===== config.mk =====
export PLATFORM = sky130hd
export DESIGN_NAME = hps_io_bridge
export DESIGN_NICKNAME = d
export VERILOG_FILES = /design/src/rtl/hps_io_pkg.sv /design/src/rtl/cmd_regs.sv /design/src/rtl/file_loader.sv /design/src/rtl/hps_io_bridge.sv /design/src/rtl/io_frame_seq.sv
export SDC_FILE = /design/constraint.sdc
export NUM_CORES = 1
export LEC_CHECK = 0
export ABC_AREA = 1
export BUFFER_PORTS_ARGS = -buffer_cell sky130_fd_sc_hd__buf_2
export CAP_MARGIN = 5
export CORE_MARGIN = 4
export CORE_UTILIZATION = 33
export DETAILED_ROUTE_END_ITERATION = 16
export GPL_TIMING_DRIVEN = 0
export PLACE_DENSITY_LB_ADDON = 0.1
export SETUP_SLACK_MARGIN = 0.02
export SLEW_MARGIN = 20
export SYNTH_ARGS = -nofsm -noshare
export SYNTH_HDL_FRONTEND = slang
export SYNTH_SLANG_ARGS = --single-unit
export TNS_END_PERCENT = 1

===== constraint.sdc =====
create_clock -name clk_sys -period 6.8 [get_ports clk_sys]
set_input_delay 0.34 -clock clk_sys [delete_from_list [all_inputs] [get_ports clk_sys]]
set_output_delay 0.34 -clock clk_sys [all_outputs]
set_load 0.02 [all_outputs]

===== src/rtl/hps_io_pkg.sv =====
package hps_io_pkg;

	//////////////////////////////////////////////////
	// field widths

	// one word on the host bus
	localparam int host_word_w = 16;
	// word position inside a frame, saturates at the top
	localparam int word_idx_w = 10;
	localparam int cmd_w = 8;
	localparam int ioctl_addr_w = 25;
	localparam int cfg_w = 8;
	localparam int status_w = 32;

	typedef logic [host_word_w-1:0] host_word_t;
	typedef logic [word_idx_w-1:0] word_idx_t;
	typedef logic [cmd_w-1:0] cmd_t;
	typedef logic [ioctl_addr_w-1:0] ioctl_addr_t;
	typedef logic [cfg_w-1:0] cfg_t;
	typedef logic [status_w-1:0] status_t;

	//////////////////////////////////////////////////
	// command codes, taken from word 0 of a frame

	// buttons and switches
	localparam cmd_t cmd_cfg = 8'h01;
	// digital joysticks
	localparam cmd_t cmd_joy0 = 8'h02;
	localparam cmd_t cmd_joy1 = 8'h03;

	// config string readback, one character per word
	localparam cmd_t cmd_conf_str = 8'h14;

	// status word, low half first
	localparam cmd_t cmd_status = 8'h1e;

	// file download
	localparam cmd_t cmd_file_tx = 8'h53;
	localparam cmd_t cmd_file_tx_dat = 8'h54;
	localparam cmd_t cmd_file_index = 8'h55;

	//////////////////////////////////////////////////
	// configuration byte layout

	// bits 1:0 are the buttons
	localparam int cfg_btn_lsb = 0;
	localparam int cfg_btn_w = 2;
	// bit 4 forces the scandoubler on
	localparam int cfg_fsd_bit = 4;

endpackage


===== src/rtl/cmd_regs.sv =====
`timescale 1ns/1ps

module cmd_regs
	import hps_io_pkg::*;
#(
	parameter int STRLEN = 1,
	// first character sits in the top byte
	parameter logic [8*STRLEN-1:0] CONF_STR = "A"
)
(
	input  logic       clk_sys,
	input  logic       reset,

	input  logic       word_valid,
	input  cmd_t       cmd,
	input  word_idx_t  word_idx,
	input  host_word_t word,

	// readback toward the sequencer
	output host_word_t rdata,

	output logic [1:0] buttons,
	output logic       forced_scandoubler,
	output host_word_t joystick_0,
	output host_word_t joystick_1,
	output status_t    status
);

	cfg_t cfg_q;

	// other config bits are handled outside the core
	assign buttons = cfg_q[cfg_btn_lsb +: cfg_btn_w];
	assign forced_scandoubler = cfg_q[cfg_fsd_bit];

	//////////////////////////////////////////////////
	// register writes

	always_ff @(posedge clk_sys) begin
		if (reset) begin
			cfg_q <= '0;
			joystick_0 <= '0;
			joystick_1 <= '0;
			status <= '0;
		end else if (word_valid) begin
			if (word_idx == word_idx_t'(1)) begin
				case (cmd)
					cmd_cfg: cfg_q <= word[cfg_w-1:0];
					cmd_joy0: joystick_0 <= word;
					cmd_joy1: joystick_1 <= word;
					// low half comes first
					cmd_status: status[15:0] <= word;
					default: ;
				endcase
			end else if (word_idx == word_idx_t'(2) && cmd == cmd_status) begin
				status[31:16] <= word;
			end
		end
	end

	//////////////////////////////////////////////////
	// config string readback

	// word n returns character n, past the end the host reads zero
	always_comb begin
		rdata = '0;
		if (cmd == cmd_conf_str && word_idx != '0 && int'(word_idx) <= STRLEN) begin
			rdata[7:0] = CONF_STR[8*(STRLEN - int'(word_idx)) +: 8];
		end
	end

	// an empty string leaves no valid part-select above
	if (STRLEN < 1) begin : g_strlen_chk
		$error("STRLEN must be at least 1");
	end

endmodule


===== src/rtl/file_loader.sv =====
`timescale 1ns/1ps

module file_loader
	import hps_io_pkg::*;
#(
	// 1 selects 16-bit download words
	parameter int WIDE = 0,
	localparam int DATA_W = (WIDE != 0) ? 16 : 8
)
(
	input  logic              clk_sys,
	input  logic              reset,

	input  logic              word_valid,
	input  cmd_t              cmd,
	input  word_idx_t         word_idx,
	input  host_word_t        word,

	output logic              ioctl_download,
	output logic [7:0]        ioctl_index,
	output logic              ioctl_wr,
	output ioctl_addr_t       ioctl_addr,
	output logic [DATA_W-1:0] ioctl_dout
);

	// byte address advances by the word size
	localparam ioctl_addr_t ADDR_STEP = (WIDE != 0) ? 2 : 1;

	ioctl_addr_t addr_q;
	logic        arg_valid;
	logic        data_word;

	// command word itself never carries data
	assign arg_valid = word_valid && (word_idx != '0);
	assign data_word = arg_valid && (cmd == cmd_file_tx_dat);

	//////////////////////////////////////////////////
	// download control

	always_ff @(posedge clk_sys) begin
		if (reset) begin
			ioctl_download <= 1'b0;
			ioctl_index <= '0;
			ioctl_wr <= 1'b0;
			addr_q <= '0;
		end else begin
			// one cycle pulse per data word
			ioctl_wr <= data_word;
			if (data_word) begin
				addr_q <= addr_q + ADDR_STEP;
			end
			if (arg_valid && cmd == cmd_file_index && word_idx == word_idx_t'(1)) begin
				ioctl_index <= word[7:0];
			end
			if (arg_valid && cmd == cmd_file_tx) begin
				// nonzero starts, zero ends
				ioctl_download <= (word[7:0] != '0);
				if (word[7:0] != '0) begin
					addr_q <= '0;
				end
			end
		end
	end

	// write payload, also final address at stop
	always_ff @(posedge clk_sys) begin
		if (data_word) begin
			ioctl_addr <= addr_q;
			ioctl_dout <= word[DATA_W-1:0];
		end else if (arg_valid && cmd == cmd_file_tx && word[7:0] == '0) begin
			ioctl_addr <= addr_q;
		end
	end

	// 16-bit words land on even byte addresses only
	a_wide_addr_even: assert property (@(posedge clk_sys) disable iff (reset)
		(WIDE != 0 && ioctl_wr) |-> !ioctl_addr[0])
		else $error("odd ioctl_addr on a 16-bit write");

endmodule


===== src/rtl/hps_io_bridge.sv =====
`timescale 1ns/1ps

module hps_io_bridge
	import hps_io_pkg::*;
#(
	parameter int WIDE = 0,
	parameter int STRLEN = 4,
	parameter logic [8*STRLEN-1:0] CONF_STR = "AB;C",
	localparam int DATA_W = (WIDE != 0) ? 16 : 8
)
(
	input  logic              clk_sys,
	input  logic              reset,

	// host handshake
	input  logic              io_enable,
	input  logic              io_strobe,
	input  host_word_t        io_din,
	output host_word_t        io_dout,
	output logic              io_wait,

	// core configuration and inputs
	output logic [1:0]        buttons,
	output logic              forced_scandoubler,
	output host_word_t        joystick_0,
	output host_word_t        joystick_1,
	output status_t           status,

	// file download toward the core
	output logic              ioctl_download,
	output logic [7:0]        ioctl_index,
	output logic              ioctl_wr,
	output ioctl_addr_t       ioctl_addr,
	output logic [DATA_W-1:0] ioctl_dout,
	input  logic              ioctl_wait
);

	//////////////////////////////////////////////////
	// shared word stream

	logic       word_valid;
	cmd_t       cmd;
	word_idx_t  word_idx;
	host_word_t word;
	host_word_t rdata;

	io_frame_seq seq_i (
		.clk_sys    (clk_sys),
		.reset      (reset),
		.io_enable  (io_enable),
		.io_strobe  (io_strobe),
		.io_din     (io_din),
		.io_dout    (io_dout),
		.io_wait    (io_wait),
		.rdata      (rdata),
		.ioctl_wait (ioctl_wait),
		.word_valid (word_valid),
		.cmd        (cmd),
		.word_idx   (word_idx),
		.word       (word)
	);

	//////////////////////////////////////////////////
	// decoders, side by side on the same words

	cmd_regs #(
		.STRLEN   (STRLEN),
		.CONF_STR (CONF_STR)
	) regs_i (
		.clk_sys            (clk_sys),
		.reset              (reset),
		.word_valid         (word_valid),
		.cmd                (cmd),
		.word_idx           (word_idx),
		.word               (word),
		.rdata              (rdata),
		.buttons            (buttons),
		.forced_scandoubler (forced_scandoubler),
		.joystick_0         (joystick_0),
		.joystick_1         (joystick_1),
		.status             (status)
	);

	file_loader #(
		.WIDE (WIDE)
	) loader_i (
		.clk_sys        (clk_sys),
		.reset          (reset),
		.word_valid     (word_valid),
		.cmd            (cmd),
		.word_idx       (word_idx),
		.word           (word),
		.ioctl_download (ioctl_download),
		.ioctl_index    (ioctl_index),
		.ioctl_wr       (ioctl_wr),
		.ioctl_addr     (ioctl_addr),
		.ioctl_dout     (ioctl_dout)
	);

endmodule


===== src/rtl/io_frame_seq.sv =====
`timescale 1ns/1ps

module io_frame_seq
	import hps_io_pkg::*;
(
	input  logic       clk_sys,
	input  logic       reset,

	// host side
	input  logic       io_enable,
	input  logic       io_strobe,
	input  host_word_t io_din,
	output host_word_t io_dout,
	output logic       io_wait,

	// read data from the register decoder
	input  host_word_t rdata,
	// back-pressure from the download consumer
	input  logic       ioctl_wait,

	// word stream toward both decoders
	output logic       word_valid,
	output cmd_t       cmd,
	output word_idx_t  word_idx,
	output host_word_t word
);

	cmd_t      cmd_q;
	word_idx_t idx_q;

	//////////////////////////////////////////////////
	// word stream

	// a word is only taken inside a frame
	assign word_valid = io_enable & io_strobe;
	assign word = io_din;
	assign word_idx = idx_q;

	// the decoders see the command already while word 0 is on the bus
	assign cmd = (idx_q == '0) ? io_din[cmd_w-1:0] : cmd_q;

	// download side stalls the host directly
	assign io_wait = ioctl_wait;

	//////////////////////////////////////////////////
	// frame tracking

	always_ff @(posedge clk_sys) begin
		if (reset) begin
			cmd_q <= '0;
			idx_q <= '0;
			io_dout <= '0;
		end else if (!io_enable) begin
			// frame closed, wait for the next command word
			cmd_q <= '0;
			idx_q <= '0;
			io_dout <= '0;
		end else if (io_strobe) begin
			if (idx_q == '0) begin
				cmd_q <= io_din[cmd_w-1:0];
			end
			// stop counting at the top, long frames keep the last index
			if (idx_q != '1) begin
				idx_q <= idx_q + 1'b1;
			end
			// read value for this word, held until the next strobe
			io_dout <= rdata;
		end
	end

	// host has to hold off while the consumer is stalled
	a_no_strobe_in_wait: assert property (@(posedge clk_sys) disable iff (reset)
		io_wait |-> !io_strobe)
		else $error("io_strobe seen while io_wait is high");

endmodule


# [After elaboration in Yosys (flattened, before gate mapping)]
# Cells that the tools add are included.
[totals] ff_bits=163 input_bits=21 word_cells=61
[classes] n_lt_le_gt_ge=1 bitwise_logic=3 reduce_logical=21 add_sub_neg=3 muxes=7 eq_ne=11 n_shift=1
[ops] operator="$mux W25" n=5
[ops] operator="$shiftx A32 B32 Y8 const A" n=1
[ops] operator="$add A25 B1 Y25 const B" n=1
[ops] operator="$eq A8 B7 Y1 const B" n=3
[ops] operator="$eq A8 B2 Y1 const B" n=2
[ops] operator="$eq A8 B5 Y1 const B" n=2
[ops] operator="$mux W8" n=2
[ops] operator="$reduce_and A3 Y1" n=5
[ops] operator="$sub A3 B10 Y11 const A" n=1
[ops] operator="$add A10 B1 Y10 const B" n=1
[ops] operator="$eq A10 B1 Y1 const B" n=1
[ops] operator="$eq A10 B2 Y1 const B" n=1
[ops] operator="$le A10 B3 Y1 const B" n=1
[ops] operator="$logic_not A10 Y1" n=1
[ops] operator="$ne A10 B10 Y1 const B" n=1
[ops] operator="$reduce_bool A10 Y1" n=1
[ops] operator="$logic_and A1 B1 Y1" n=9
[ops] operator="$eq A8 B1 Y1 const B" n=1
[ops] operator="$logic_not A8 Y1" n=1
[ops] operator="$reduce_bool A8 Y1" n=1
[ops] operator="$not A1 Y1" n=2
[ops] operator="$reduce_and A2 Y1" n=1
[ops] operator="$reduce_bool A2 Y1" n=1
[ops] operator="$reduce_or A2 Y1" n=1
[ops] operator="$and A1 B1 Y1" n=1

# [Longest topological paths before layout]
[logic_depth] word_depth=7 ltp_mapped=17

# [Hierarchy]
# Synthesis repeated with hierarchy kept, for this count alone.
[hier_totals] hier_cells=1144 area_unflattened_um2=8160.3
[by_module_without_submodules] mod="cmd_regs" cells_each=493 area_per_inst_um2=3210.6 seq_area_each_um2=1341.3 instances=1
[by_module_without_submodules] mod="file_loader" cells_each=386 area_per_inst_um2=3175.5 seq_area_each_um2=1691.6 instances=1
[by_module_without_submodules] mod="io_frame_seq" cells_each=265 area_per_inst_um2=1774.2 seq_area_each_um2=680.7 instances=1

# [Worst setup path before layout]
# Ideal clock, no wire load.
[synth_path] kind="register -> register" start="register seq_i.idx_q[0] (netlist: seq_i.word_idx[0])" end="register loader_i.ioctl_addr[0] (enable)" required_ns=6.358 path_slack_ns=2.796 t_arrival_ns=3.562 stages_incl_launch_ff=15 path_buffers=2 path_cell_list="dfxtp_1 inv_1 ha_1 nand2_4 nor2_8 nand2_4 buf_6 nand2_1 nand2_1 nor2_1 nand2_1 nor2_1 buf_4 nand2_1 o21ai_0"
[synth_between] elab_chain_cells=6
[synth_rtl] element="start, declared" line="io_frame_seq.sv:29" text="word_idx_t idx_q;"
[synth_rtl] element="start signal, assigned" line="io_frame_seq.sv:64" text="idx_q <= idx_q + 1'b1;"
[synth_rtl] element="$logic_not A10 Y1" line="io_frame_seq.sv:40" text="assign cmd = (idx_q == '0) ? io_din[cmd_w-1:0] : cmd_q;"
[synth_rtl] element="$mux W8" line="io_frame_seq.sv:40"
[synth_rtl] element="$eq A8 B7 Y1" line="file_loader.sv:70" text="end else if (arg_valid && cmd == cmd_file_tx && word[7:0] == '0) begin"
[synth_rtl] element="$logic_and A1 B1 Y1 (2 in a row)" line="file_loader.sv:70"
[synth_rtl] element="$reduce_bool A2 Y1 (no source line) (*)"
[synth_rtl] element="end signal, assigned" line="file_loader.sv:68" text="ioctl_addr <= addr_q;"
[synth_rtl] element="end signal, assigned" line="file_loader.sv:71" text="ioctl_addr <= addr_q;"
[synth_rtl] element="end, declared" line="file_loader.sv:22" text="output ioctl_addr_t ioctl_addr,"
# Mark *: on every way between the ends. The rest lies on a longest branch, timed or not.
# A chain may end at the register's enable or synchronous reset.

# [Final worst setup path]
[layout_path] start="register seq_i.idx_q[0] (netlist: seq_i.word_idx[0])" end="register loader_i.ioctl_addr[17] (enable)"
# Same word-level chain as after synthesis.

==> metrics <==
final core occ=41.3%; Power Density=221 nW/um^2; Top Ports=148; Max transition margin=50.1%; Max Slew Vio Count=0; GR Overflow Total=0; slowest stage delay, CP=0.43 ns; clock sink count=157; # nets final=1193; core box area=21900 sq um; detailed placement HPWL=15700 um; DIE AREA=24800 sq um; worst slew pin tran=0.743 ns; post-place setup slack=3.73 ns; Peak Freq=328 MHz; Longest Clk Path Bufs=2; CTS tree=yes; Post-Syn Area=7360 sq um; DRT Pass-1 Iters=4; CTS Hold Bufs=0; Starting DRT DRC Count=406; Worst IR Drop VDD=0.000140 V; wire per inst=14.2 um; slowest CP cell=o21ai_4; Synth cell types=41; Starting Density=33.6%; Clock Latency Late Sink=0.43 ns; Setup Skew=0.0146 ns; Synth async-reset ratio=0%; n_diodes=0; DR DRC count=0; CP Launch Type=register; post-synth top area cell=dfxtp_1; post-CTS resize count=0; syn avg cell area=7.35 sq um; layout cell share with drive strength beyond 1=19.7%; CP endpoint kind=register; setup bufs post-CTS=0; minimum clock period=3.05 ns; critical path required time=6.94 ns; setup_tns=0 ns; final non-filler cell total=1460; via density per instance=4.47; die height=157 um; Seq/Total Area, Yosys=47.2%; total CTS buffers=17; initial antenna violation count=0; H-tree levels=4; Worst-path clk slew=0.06 ns; crit path kind=reg2reg; max-cap violations=0; Detail Route Antenna Nets=0; Total GRT Usage=16.8%; Placed Cells=1428; Main synth FF type=dfxtp_1; Synth top area share=33.7%; area delta synth->final=22.9%; cells taking the most area after synthesis=dfxtp_1, edfxtp_1, nand2_1; port bufs=136; Hold Vio Cnt, Final=0; Die Wd=157 um; CP max FO=15; WHS=0.172 ns; RePlAce Congestion=0.859; status=finished clean; Arr. time, crit path=3.19 ns; Synth Register Bits=157; # setup viols final=0; YS warnings=0; Post-synth EDFFs=33; number of global-route vias before repair=6029; Final Worst Setup Slack=3.75 ns; CP Cell Sequence=inv_1 > ha_1 > nand2_4 > nor2_8 > nand2_4 > buf_6 > nand2_1 > nand2_1 > nor2_1 > nand2_1 > nor2_1 > buf_4 > nand2_1 > o21ai_4 > buf_16; largest net degree at the start of global routing=17; worst hold-check path type=in2reg; Leak=4.46 nW; fin crit share=44.9%; final wirelength=20700 um; clock root buffer=clkbuf_16; Post-Syn Instances=1002; RSZ-0062 raised after global routing=false; number of vias after detailed routing=6530; Std-Cell Rows=54; most used cell, CP=nand2_1; first-pass GRT wire length=32700 um
power by group:
part           leakage, nW  internal, mW  switching [mW]
Sequential            1.35         0.951         0.00234
Clock                0.285         0.537           0.400
Combinational         2.83        0.0321          0.0818
metal layers:
layer	track usage [%]	up-vias	part of all wire (%)
met3	3.96	12	5.5
met1	23.4	2926	48
met2	26.3	151	46
met5	0	-	0
met4	4.06	0	0.95
li1	-	3441	-
cells in the final DEF (no fill, tap or decap), types with 5 or more instances in the layout:
| master | instances |
|---|---|
| clkbuf_16 | 17 |
| nand4_1 | 32 |
| nor2_4 | 5 |
| nand2_4 | 6 |
| xor2_1 | 13 |
| buf_4 | 18 |
| nand3_1 | 45 |
| nor3_1 | 12 |
| dfxtp_1 | 124 |
| clkbuf_1 | 18 |
| a21oi_1 | 57 |
| inv_1 | 156 |
| conb_1 | 10 |
| edfxtp_1 | 33 |
| o21ai_0 | 23 |
| buf_2 | 144 |
| ha_1 | 5 |
| inv_2 | 7 |
| a31oi_1 | 5 |
| nor2_1 | 143 |
| nand2_1 | 248 |
cells by family after synthesis:
logic type | count (synthesis) | synth area share (%)
simple gates | 511 | 30.4
buf+inv | 213 | 12.4
flops | 157 | 47.2
compound gates | 99 | 7.22
xor+xnor | 16 | 1.90
fa+ha+maj | 5 | 0.850
other cells | 1 | 0.0509
path summary, 6_finish.rpt:
check | cells after the start | slack, ns | start | endpoint
max reg2reg | 15 | 3.75 | seq_i.word_idx[0] | loader_i.ioctl_addr[17]
min reg2reg | 0 | 0.47 | loader_i.addr_q[24] | loader_i.ioctl_addr[24]
min | 2 | 0.17 | reset | loader_i.ioctl_wr
max | 15 | 3.75 | seq_i.word_idx[0] | loader_i.ioctl_addr[17]
per-stage QoR:
step           total power, mW  area (sq um)
2_1_floorplan             1.05          7390
3_3_place_gp              1.09          8430
3_5_place_dp              1.09          8470
4_1_cts                   2.03          9050
5_1_grt                   2.08          9050
6_report                  2.00          9050
cells in the mapped netlist (5+ instances only):
cell type    n
nor2_4       5
a21oi_1     57
o21ai_0     24
nand3_1     45
nand4_1     32
inv_1      156
xor2_1      13
nor2_1     143
nand2_1    248
nor3_1      12
ha_1         5
nand2_4      6
a31oi_1      5
dfxtp_1    124
edfxtp_1    33
clkbuf_1    17
buf_2        8
inv_2        7
buf_4       18
registers in the layout, summed over array words and instances (netlist names):
name,cells
loader_i.addr_q,25
regs_i.status,32
regs_i.joystick_0,16
loader_i.ioctl_index,8
seq_i.word_idx,10
regs_i.cfg_q,3
loader_i.ioctl_wr,1
loader_i.ioctl_dout,8
regs_i.joystick_1,16
seq_i.cmd_q,8
loader_i.ioctl_download,1
loader_i.ioctl_addr,25
seq_i.io_dout,4
layout make-up:
class | instances | area [sq um]
Buffer | 48 | 288
Multi-Input combinational cell | 641 | 3030
Clock buffer | 21 | 470
Sequential cell | 157 | 3470
Timing Repair Buffer | 137 | 708
Tap cell | 280 | 350
Inverter | 165 | 622
Fill cell | 2346 | 12800
Clock inverter | 11 | 104
critical path: cells and delay by family, from the launching register on:
kind / cells / cell delay, ns
simple gates: 9 / 0.94
buf+inv: 4 / 0.75
compound gates: 1 / 0.43
flops: 1 / 0.37
fa+ha+maj: 1 / 0.27
No activity file was read; power rests on OpenSTA's default activity.
